===== src/verilog/stap_pkg.sv =====
/*
 * Shared definitions for the TAP
 * Width localparams and IR capture pattern
 * TAP state and opcode enums, control strobe and DR select structs
 */

package stap_pkg;

    // ------------------------------
    // Widths and constants
    // ------------------------------
    localparam int ir_width     = 4;
    localparam int idcode_width = 32;
    localparam int tdr_width    = 16;

    // Low two bits give the mandatory 01 pattern
    localparam logic [ir_width-1:0] ir_capture_value = 4'b0001;

    // ------------------------------
    // Types
    // ------------------------------
    // Sixteen controller states
    typedef enum logic [3:0] {
        st_tlr      = 4'h0,
        st_rti      = 4'h1,
        st_sel_dr   = 4'h2,
        st_cap_dr   = 4'h3,
        st_shift_dr = 4'h4,
        st_exit1_dr = 4'h5,
        st_pause_dr = 4'h6,
        st_exit2_dr = 4'h7,
        st_upd_dr   = 4'h8,
        st_sel_ir   = 4'h9,
        st_cap_ir   = 4'ha,
        st_shift_ir = 4'hb,
        st_exit1_ir = 4'hc,
        st_pause_ir = 4'hd,
        st_exit2_ir = 4'he,
        st_upd_ir   = 4'hf
    } tap_state_e;

    // Undefined opcodes behave as BYPASS
    typedef enum logic [ir_width-1:0] {
        op_idcode = 4'd1,
        op_tdr    = 4'd2,
        op_bypass = 4'd15
    } tap_opcode_e;

    // One field per state of interest, high while in that state
    typedef struct packed {
        logic tlr;
        logic rti;
        logic capture_ir;
        logic shift_ir;
        logic update_ir;
        logic capture_dr;
        logic shift_dr;
        logic update_dr;
    } tap_ctrl_t;

    // Selected data register, one-hot
    typedef struct packed {
        logic sel_idcode;
        logic sel_tdr;
        logic sel_bypass;
    } dr_sel_t;

    typedef logic [idcode_width-1:0] idcode_t;
    typedef logic [tdr_width-1:0]    tdr_t;

endpackage

===== src/verilog/stap.sv =====
/*
 * TAP top level
 * Controller, instruction register, IDCODE and TDR registers
 * BYPASS bit, per-register strobe gating and TDO mux
 */

module stap
    import stap_pkg::*;
(
    input  logic    ftap_tck,
    input  logic    rst_n,
    input  logic    ftap_tms,
    input  logic    ftap_tdi,
    input  idcode_t ftap_slvidcode,
    input  tdr_t    tdr_data_in,
    output logic    atap_tdo,
    output logic    atap_tdoen,
    output logic    tap_rti,
    output tdr_t    tdr_data_out
);

    tap_ctrl_t tap_ctrl;
    dr_sel_t   dr_sel;
    logic      ir_tdo;
    logic      idcode_tdo;
    logic      tdr_tdo;
    logic      dr_tdo;
    logic      bypass_q;

    // ------------------------------
    // Controller and IR
    // ------------------------------
    stap_fsm i_fsm (
        .ftap_tck (ftap_tck),
        .rst_n    (rst_n),
        .ftap_tms (ftap_tms),
        .tap_ctrl (tap_ctrl)
    );

    stap_ir i_ir (
        .ftap_tck (ftap_tck),
        .rst_n    (rst_n),
        .tap_ctrl (tap_ctrl),
        .ftap_tdi (ftap_tdi),
        .ir_tdo   (ir_tdo),
        .dr_sel   (dr_sel)
    );

    // ------------------------------
    // Data registers
    // ------------------------------
    // IDCODE is read only, its update side goes nowhere
    stap_dr #(.payload_t(idcode_t)) i_idcode (
        .ftap_tck     (ftap_tck),
        .rst_n        (rst_n),
        .capture      (tap_ctrl.capture_dr & dr_sel.sel_idcode),
        .shift        (tap_ctrl.shift_dr & dr_sel.sel_idcode),
        .update       (tap_ctrl.update_dr & dr_sel.sel_idcode),
        .ftap_tdi     (ftap_tdi),
        .capture_data (ftap_slvidcode),
        .shift_tdo    (idcode_tdo),
        .update_data  ()
    );

    stap_dr #(.payload_t(tdr_t)) i_tdr (
        .ftap_tck     (ftap_tck),
        .rst_n        (rst_n),
        .capture      (tap_ctrl.capture_dr & dr_sel.sel_tdr),
        .shift        (tap_ctrl.shift_dr & dr_sel.sel_tdr),
        .update       (tap_ctrl.update_dr & dr_sel.sel_tdr),
        .ftap_tdi     (ftap_tdi),
        .capture_data (tdr_data_in),
        .shift_tdo    (tdr_tdo),
        .update_data  (tdr_data_out)
    );

    // BYPASS bit, captures 0 and then delays TDI by one edge
    always_ff @(posedge ftap_tck) begin
        if (tap_ctrl.capture_dr && dr_sel.sel_bypass) begin
            bypass_q <= 1'b0;
        end else if (tap_ctrl.shift_dr && dr_sel.sel_bypass) begin
            bypass_q <= ftap_tdi;
        end
    end

    // ------------------------------
    // TDO path
    // ------------------------------
    always_comb begin
        if (dr_sel.sel_idcode) begin
            dr_tdo = idcode_tdo;
        end else if (dr_sel.sel_tdr) begin
            dr_tdo = tdr_tdo;
        end else begin
            dr_tdo = bypass_q;
        end
    end

    // IR wins only in Shift-IR
    assign atap_tdo   = tap_ctrl.shift_ir ? ir_tdo : dr_tdo;
    assign atap_tdoen = tap_ctrl.shift_ir | tap_ctrl.shift_dr;
    assign tap_rti    = tap_ctrl.rti;

endmodule


===== src/verilog/stap_dr.sv =====
/*
 * Generic data register
 * Parallel capture, serial shift toward bit 0, parallel update
 */

module stap_dr #(
    parameter type payload_t = logic [7:0]
) (
    input  logic     ftap_tck,
    input  logic     rst_n,
    input  logic     capture,
    input  logic     shift,
    input  logic     update,
    input  logic     ftap_tdi,
    input  payload_t capture_data,
    output logic     shift_tdo,
    output payload_t update_data
);

    localparam int width = $bits(payload_t);

    payload_t shift_q;

    // ------------------------------
    // Shift stage
    // ------------------------------
    // Capture wins over shift, strobes are exclusive anyway
    always_ff @(posedge ftap_tck) begin
        if (capture) begin
            shift_q <= capture_data;
        end else if (shift) begin
            shift_q <= payload_t'({ftap_tdi, shift_q[width-1:1]});
        end
    end

    // LSB leaves first
    assign shift_tdo = shift_q[0];

    // ------------------------------
    // Update stage
    // ------------------------------
    // Parallel output only moves on update
    always_ff @(posedge ftap_tck) begin
        if (!rst_n) begin
            update_data <= '0;
        end else if (update) begin
            update_data <= shift_q;
        end
    end

    // Gated strobes from the controller stay exclusive
    a_strobe_excl: assert property (@(posedge ftap_tck) disable iff (!rst_n)
        $onehot0({capture, shift, update}))
        else $error("DR strobes overlap");

endmodule


===== src/verilog/stap_fsm.sv =====
/*
 * TAP controller
 * Sixteen-state 1149.1 state graph driven by TMS
 * State decode into the control strobe struct
 */

module stap_fsm
    import stap_pkg::*;
(
    input  logic      ftap_tck,
    input  logic      rst_n,
    input  logic      ftap_tms,
    output tap_ctrl_t tap_ctrl
);

    tap_state_e state_q;
    tap_state_e state_d;

    // ------------------------------
    // Next state
    // ------------------------------
    // Standard graph, TMS picks one of two successors
    always_comb begin
        state_d = state_q;
        case (state_q)
            st_tlr:      state_d = ftap_tms ? st_tlr      : st_rti;
            st_rti:      state_d = ftap_tms ? st_sel_dr   : st_rti;
            st_sel_dr:   state_d = ftap_tms ? st_sel_ir   : st_cap_dr;
            st_cap_dr:   state_d = ftap_tms ? st_exit1_dr : st_shift_dr;
            st_shift_dr: state_d = ftap_tms ? st_exit1_dr : st_shift_dr;
            st_exit1_dr: state_d = ftap_tms ? st_upd_dr   : st_pause_dr;
            st_pause_dr: state_d = ftap_tms ? st_exit2_dr : st_pause_dr;
            st_exit2_dr: state_d = ftap_tms ? st_upd_dr   : st_shift_dr;
            st_upd_dr:   state_d = ftap_tms ? st_sel_dr   : st_rti;
            st_sel_ir:   state_d = ftap_tms ? st_tlr      : st_cap_ir;
            st_cap_ir:   state_d = ftap_tms ? st_exit1_ir : st_shift_ir;
            st_shift_ir: state_d = ftap_tms ? st_exit1_ir : st_shift_ir;
            st_exit1_ir: state_d = ftap_tms ? st_upd_ir   : st_pause_ir;
            st_pause_ir: state_d = ftap_tms ? st_exit2_ir : st_pause_ir;
            st_exit2_ir: state_d = ftap_tms ? st_upd_ir   : st_shift_ir;
            st_upd_ir:   state_d = ftap_tms ? st_sel_dr   : st_rti;
            default:     state_d = st_tlr;
        endcase
    end

    // State register
    always_ff @(posedge ftap_tck) begin
        if (!rst_n) begin
            state_q <= st_tlr;
        end else begin
            state_q <= state_d;
        end
    end

    // ------------------------------
    // Strobe decode
    // ------------------------------
    // Pure decode of the current state
    always_comb begin
        tap_ctrl.tlr        = (state_q == st_tlr);
        tap_ctrl.rti        = (state_q == st_rti);
        tap_ctrl.capture_ir = (state_q == st_cap_ir);
        tap_ctrl.shift_ir   = (state_q == st_shift_ir);
        tap_ctrl.update_ir  = (state_q == st_upd_ir);
        tap_ctrl.capture_dr = (state_q == st_cap_dr);
        tap_ctrl.shift_dr   = (state_q == st_shift_dr);
        tap_ctrl.update_dr  = (state_q == st_upd_dr);
    end

    // ------------------------------
    // Assertions
    // ------------------------------
    // Register operations never overlap, IR and DR alike
    a_one_op: assert property (@(posedge ftap_tck) disable iff (!rst_n)
        $onehot0({tap_ctrl.capture_ir, tap_ctrl.shift_ir, tap_ctrl.update_ir,
                  tap_ctrl.capture_dr, tap_ctrl.shift_dr, tap_ctrl.update_dr}))
        else $error("TAP strobes overlap");

    // Five TMS-high edges reach Test-Logic-Reset from any state
    a_tms_reset: assert property (@(posedge ftap_tck) disable iff (!rst_n)
        ftap_tms [*5] |=> tap_ctrl.tlr)
        else $error("Five TMS-high edges did not reach Test-Logic-Reset");

endmodule


===== src/verilog/stap_ir.sv =====
/*
 * Instruction register
 * Capture/shift stage, latched instruction and DR select decode
 */

module stap_ir
    import stap_pkg::*;
(
    input  logic      ftap_tck,
    input  logic      rst_n,
    input  tap_ctrl_t tap_ctrl,
    input  logic      ftap_tdi,
    output logic      ir_tdo,
    output dr_sel_t   dr_sel
);

    logic [ir_width-1:0] ir_shift;
    tap_opcode_e         ir_active;

    // ------------------------------
    // Shift stage
    // ------------------------------
    // Loads the fixed pattern, then shifts right, TDI in at the MSB
    always_ff @(posedge ftap_tck) begin
        if (tap_ctrl.capture_ir) begin
            ir_shift <= ir_capture_value;
        end else if (tap_ctrl.shift_ir) begin
            ir_shift <= {ftap_tdi, ir_shift[ir_width-1:1]};
        end
    end

    assign ir_tdo = ir_shift[0];

    // Active instruction falls back to IDCODE out of reset and in Test-Logic-Reset
    always_ff @(posedge ftap_tck) begin
        if (!rst_n || tap_ctrl.tlr) begin
            ir_active <= op_idcode;
        end else if (tap_ctrl.update_ir) begin
            ir_active <= tap_opcode_e'(ir_shift);
        end
    end

    // ------------------------------
    // Decode
    // ------------------------------
    always_comb begin
        dr_sel = '0;
        case (ir_active)
            op_idcode: dr_sel.sel_idcode = 1'b1;
            op_tdr:    dr_sel.sel_tdr    = 1'b1;
            op_bypass: dr_sel.sel_bypass = 1'b1;
            // Undefined opcodes
            default:   dr_sel.sel_bypass = 1'b1;
        endcase
    end

    // Exactly one data register is selected
    a_sel_onehot: assert property (@(posedge ftap_tck) disable iff (!rst_n)
        $onehot(dr_sel))
        else $error("DR select is not one-hot");

endmodule


===== config.mk =====
export PLATFORM = sky130hd
export DESIGN_NAME = stap
export DESIGN_NICKNAME = d
export VERILOG_FILES = /design/src/verilog/stap_pkg.sv /design/src/verilog/stap.sv /design/src/verilog/stap_dr.sv /design/src/verilog/stap_fsm.sv /design/src/verilog/stap_ir.sv
export SDC_FILE = /design/constraint.sdc
export NUM_CORES = 1
export LEC_CHECK = 0
export ABC_AREA = 1
export BUFFER_PORTS_ARGS = -buffer_cell sky130_fd_sc_hd__buf_2
export CORE_ASPECT_RATIO = 1.25
export CORE_UTILIZATION = 52
export CTS_CLUSTER_DIAMETER = 150
export DETAILED_ROUTE_END_ITERATION = 10
export PLACE_DENSITY = 0.76
export SLEW_MARGIN = 30
export SYNTH_ARGS = -nofsm -noshare
export SYNTH_HDL_FRONTEND = slang
export SYNTH_SLANG_ARGS = --single-unit

===== constraint.sdc =====
create_clock -name ftap_tck -period 6.85 [get_ports ftap_tck]
set_clock_uncertainty 0.15 [all_clocks]
set_input_delay 1.0275 -clock ftap_tck [delete_from_list [all_inputs] [get_ports ftap_tck]]
set_output_delay 1.0275 -clock ftap_tck [all_outputs]
set_load 0.03 [all_outputs]

# After elaboration in Yosys (flattened, before gate mapping)

Index checks and enable logic that the tools add are counted.

Register bits: 77
Bits of input ports: 52
Output and inout bits: 19

Eq/ne operators: 17
Mux-type cells: 23
Bitwise gates (word level): 6
Reductions and logical operators: 11

Operators with widths:

| kind                 | count |
|---|---|
| $mux W32             | 2 |
| $pmux W4 S12         | 1 |
| $eq A4 B4 Y1 const B | 8 |
| $mux W16             | 2 |
| $eq A4 B3 Y1 const B | 4 |
| $mux W4              | 4 |
| $eq A4 B2 Y1 const B | 3 |
| $mux W1              | 9 |
| $eq A4 B1 Y1 const B | 2 |
| $mux W2              | 3 |
| $mux W3              | 2 |
| $reduce_or A2 Y1     | 3 |
| $and A1 B1 Y1        | 5 |
| $logic_not A4 Y1     | 1 |
| $reduce_bool A2 Y1   | 2 |
| $reduce_or A3 Y1     | 1 |
| $logic_and A1 B1 Y1  | 2 |
| $logic_not A1 Y1     | 1 |
| $logic_or A1 B1 Y1   | 1 |
| $or A1 B1 Y1         | 1 |

# Longest topological paths before layout

Word-level depth: 5
Depth in mapped cells: 9
Gate-level depth less buffers: 9

# By module

A second synthesis with hierarchy kept.

Cell total of the unflattened synthesis: 612
Area total of the unflattened synthesis: 4813.4 sq um

By module, submodules not included:

| module             | times used | cells an instance | area each (sq um) | seq. area each (sq um) |
|---|---|---|---|---|
| stap_dr (i_idcode) | 1          | 307               | 2653.8            | 1601.5 |
| stap_dr (i_tdr)    | 1          | 154               | 1320.0            | 800.8 |
| stap_fsm           | 1          | 75                | 389.1             | 80.1 |
| stap_ir            | 1          | 47                | 317.8             | 160.2 |
| stap               | 1          | 29                | 132.6             | 20.0 |

# Least setup slack after synthesis

Ideal clock, no wire load.

Path kind: reg-to-reg
Start point: register i_fsm.state_q[2]
End point: register i_idcode.shift_q[0] (netlist bit) (enable)
Arrival time: 2.240 ns
Required time: 6.279 ns
Slack: 4.038 ns
Cell stages (with the launch flop): 7
Buffers on the path: 0
Cells stage by stage: dfxtp_1 inv_1 nor2_1 nand2_1 nand2_1 inv_1 nor2_1

Word-level cells in the longest chain between the ends: 3
Elaborated cells between the ends (all ways): 5
Classes of those cells: 2 x eq/ne; 2 x bitwise; 1 x reduce/logical

Ends and longest elaborated chain:

| item                                         | line                           | RTL |
|---|---|---|
| start: declaration                           | stap_fsm.sv:16                 | `tap_state_e state_q;` |
| start signal: assignment                     | stap_fsm.sv:49                 | `state_q <= st_tlr;` |
| start signal: assignment                     | stap_fsm.sv:51                 | `state_q <= state_d;` |
| $eq A4 B3 Y1 or $eq A4 B2 Y1 (tied branches) | stap_fsm.sv:66, stap_fsm.sv:65 |  |
| $and A1 B1 Y1 (on tied branches)             | stap.sv:57, stap.sv:56         |  |
| $reduce_bool A2 Y1 (no source line) *        | n/a                            |  |
| end signal: assignment                       | stap_dr.sv:30                  | `shift_q <= capture_data;` |
| end signal: assignment                       | stap_dr.sv:32                  | `shift_q <= payload_t'({ftap_tdi, shift_q[width-1:1]});` |
| end: declaration                             | stap_dr.sv:22                  | `payload_t shift_q;` |

Mark *: on every way between the ends. The rest lies on a longest branch, timed or not.
A chain may end at the register's enable or synchronous reset.

# Final worst setup path

Start point: register i_ir.ir_active[0]
End point: output port atap_tdo

Word-level cells in the longest chain between the ends: 5
Elaborated cells between the ends (all ways): 7
Classes of those cells: 2 x eq/ne; 5 x mux

Ends and longest elaborated chain:

| item                     | line          | RTL |
|---|---|---|
| start: declaration       | stap_ir.sv:18 | `tap_opcode_e ir_active;` |
| start signal: assignment | stap_ir.sv:37 | `ir_active <= op_idcode;` |
| start signal: assignment | stap_ir.sv:39 | `ir_active <= tap_opcode_e'(ir_shift);` |
| $eq A4 B2 Y1             | stap_ir.sv:48 | `case (ir_active)` |
| $mux W1                  | stap_ir.sv:48 |  |
| $mux W1                  | stap.sv:92    | `end else if (dr_sel.sel_tdr) begin` |
| $mux W1 *                | stap.sv:90    | `if (dr_sel.sel_idcode) begin` |
| $mux W1 *                | stap.sv:100   | `assign atap_tdo = tap_ctrl.shift_ir ? ir_tdo : dr_tdo;` |
| end: declaration         | stap.sv:16    | `output logic atap_tdo,` |

Marked as above.

==> impl_metrics.env <==
export IMPL_status="finished, final reports clean"
export IMPL_final_util_pct=62.6
export IMPL_ys_top_cells_by_area="edfxtp_1 (41%), dfxtp_1 (17%), nand2_1 (14%)"
export IMPL_syn_nets=452
export IMPL_stdcell_count=558
export IMPL_grt_pass1_vias=2570
export IMPL_hp_class="register to register"
export IMPL_hpwl_mm=4.83
export IMPL_gr_usage_all_layers_pct=21.8
export IMPL_final_antenna_net_count=0
export IMPL_setup_tns_ns=0
export IMPL_syn2layout_area_growth_pct=16.7
export IMPL_drtIter0Drc=161
export IMPL_worstPathCellList="inv_1, nand3_4, clkinv_1, nand2_1, nand3_1, nand3_1, nand2_1, buf_2"
export IMPL_yosysSeqAreaShare_pct=57.8
export IMPL_post_cts_setup_buffers=0
export IMPL_core_um2=6520
export IMPL_finalHoldViolations=0
export IMPL_start_kind="register"
export IMPL_rsz0062_at_grt="false"
export IMPL_syn_cell_area_um2=3500
export IMPL_slew_violations=0
export IMPL_netlist_area_leader_share_pct=41.2
export IMPL_start_util_pct=53.6
export IMPL_dr_pass1_iters=5
export IMPL_place_gp_congestion=0.869
export IMPL_wirelength_mm=7.14
export IMPL_power_leakage_nw=1.97
export IMPL_worst_pin_slew_ns=0.895
export IMPL_fin_crit_sh_pct=44.8
export IMPL_crit_fanout=17
export IMPL_top_layer="met5"
export IMPL_wl_met2_mm=3.55
export IMPL_cts_buffer_depth=2
export IMPL_clk_latency_ns=0.35
export IMPL_grt_pass1_wl_mm=11.5
export IMPL_boundaryPins=71
export IMPL_cts_hold_buffers=0
export IMPL_n_antenna_cell=0
export IMPL_dieHeight_um=93.7
export IMPL_viasPerCell=5.08
export IMPL_htree_levels=3
export IMPL_slowest_delay_ns=0.40
export IMPL_worstPathRequired_ns=5.67
export IMPL_syn_inst=400
export IMPL_syn_avg_cell_area_um2=8.74
export IMPL_clock_root_buffer="clkbuf_8"
export IMPL_wl_met1_mm=3.14
export IMPL_period_minus_slack_ns=3.07
export IMPL_post_cts_resized_instances=0
export IMPL_vdd_drop_max_mv=0.143
export IMPL_yosys_warnings=0
export IMPL_gr_total_overflow=0
export IMPL_clock_sinks=77
export IMPL_maxCapViolCount=0
export IMPL_nets=518
export IMPL_finalSetupViolations=0
export IMPL_place_inst=542
export IMPL_clkTransAtPathRegs_ns=0.08
export IMPL_synth_cell_types=29
export IMPL_cts_buffers=9
export IMPL_end_kind="output port"
export IMPL_port_buffer_count=70
export IMPL_post_route_drc_count=0
export IMPL_worstPathArrival_ns=1.89
export IMPL_wl_met3_um=409
export IMPL_die_area_um2=7060
export IMPL_die_x_um=75.4
export IMPL_ys_ff_latch=77
export IMPL_p_per_area_nw_per_um2=228
export IMPL_fmax_mhz=326
export IMPL_antenna_found_initial=1
export IMPL_num_vias=2833
export IMPL_rows=33
export IMPL_drt_wirelength_per_cell_um=12.8
export IMPL_tritoncts="yes"
export IMPL_worstSetupPathType="register to output port"
export IMPL_max_slew_margin_rel_pct=40.3
export IMPL_grt_max_degree=50
export IMPL_final_layout_size_suffix_gt1_share_pct=22.5
export IMPL_yosys_area_top_type="edfxtp_1"
export IMPL_cp_slowest_cell="clkinv_1"
[critical path, delay by kind of cell (launching register included)]
| kind | cells | cell delay, ns |
|---|---|---|
| buffers and inverters | 3 | 0.65 |
| flip-flops | 1 | 0.34 |
| AND/OR/NAND/NOR | 5 | 0.54 |
[final timing paths]
check | from | to | slack (ns) | cells past startpoint
setup / recovery | i_ir.ir_active[0] | atap_tdo | 3.78 | 8
setup reg to reg | i_ir.ir_active[3] | i_idcode.shift_q[31] | 4.16 | 6
hold / removal | i_tdr.update_data[0] | i_tdr.update_data[0] | 0.33 | 2
hold reg to reg | i_tdr.update_data[0] | i_tdr.update_data[0] | 0.33 | 2
[per-stage QoR]
step	power [mW]	setup WS [ns]	hold slack, ns	area (µm²)
floorplan	0.540	4.04	0.299	3500
global placement	0.562	3.92	0.315	3850
detailed placement	0.563	3.84	0.324	3850
CTS	0.939	3.76	0.336	4080
global route	0.963	3.63	0.355	4080
finish	0.932	3.78	0.333	4080
[area by class of cell]
type                    instances  area (µm²)
inverters                      28         105
repair buffers                 72         365
flip-flops and latches         77        2020
clock buffers                  12         176
multi-input cells             278        1250
clock inverters                 4        50.0
fillers                       611        2440
well taps                      87         109
[cells by family after synthesis]
logic type / share of synthesized area [%]
and+or+nand+nor: 29.9
AOI/OAI and AO/OA: 5.83
DFF: 57.8
buffers and inverters: 6.44
[cell usage in the layout, fill, tap and decap left out, types with 2 or more instances in the layout]
cell type  count
nand2_1      126
buf_2         70
nand3_1       56
edfxtp_1      48
nor2_1        43
dfxtp_1       29
inv_1         23
o21ai_0       18
clkbuf_8      11
a21oi_1        6
nor2_2         5
o21ai_1        5
nand2_2        4
inv_2          3
o22ai_1        3
clkinv_1       2
buf_4          2
[state kept, by name (all words and copies together) (netlist names)]
register,cells
i_ir.ir_shift,4
i_idcode.shift_q,32
i_tdr.shift_q,16
i_ir.ir_active,4
i_fsm.state_q,4
i_tdr.update_data,16
bypass_q,1
[routing by layer]
layer  track usage, %  vias up
li1                 -     1447
met1             28.5     1299
met2             33.4       81
met3             7.51        4
met4             7.25        2
met5                0        -
[where the power goes]
part	total, mW	switching, mW	internal [mW]
clock network	0.380	0.168	0.211
registers	0.503	0.00471	0.498
logic	0.0492	0.0286	0.0206
total	0.932	0.202	0.730
[cell usage after synthesis]
cell type	instances
nor2_8	1
clkinv_1	2
inv_2	3
nand3_4	1
nor2_1	44
a2bb2oi_1	1
dfxtp_1	29
nand2_2	3
nand2_4	1
nand2_1	127
o221ai_1	1
o21ai_0	18
nand3_1	56
nor2_2	4
a21oi_1	6
or2_2	1
edfxtp_1	48
and2_1	1
nand3b_1	1
nor2_4	1
inv_1	23
o21bai_1	1
a21oi_2	1
clkbuf_1	2
o22ai_1	3
buf_6	6
o21ai_1	5
buf_2	9
a31oi_1	1
No activity file was read; power rests on OpenSTA's default activity.
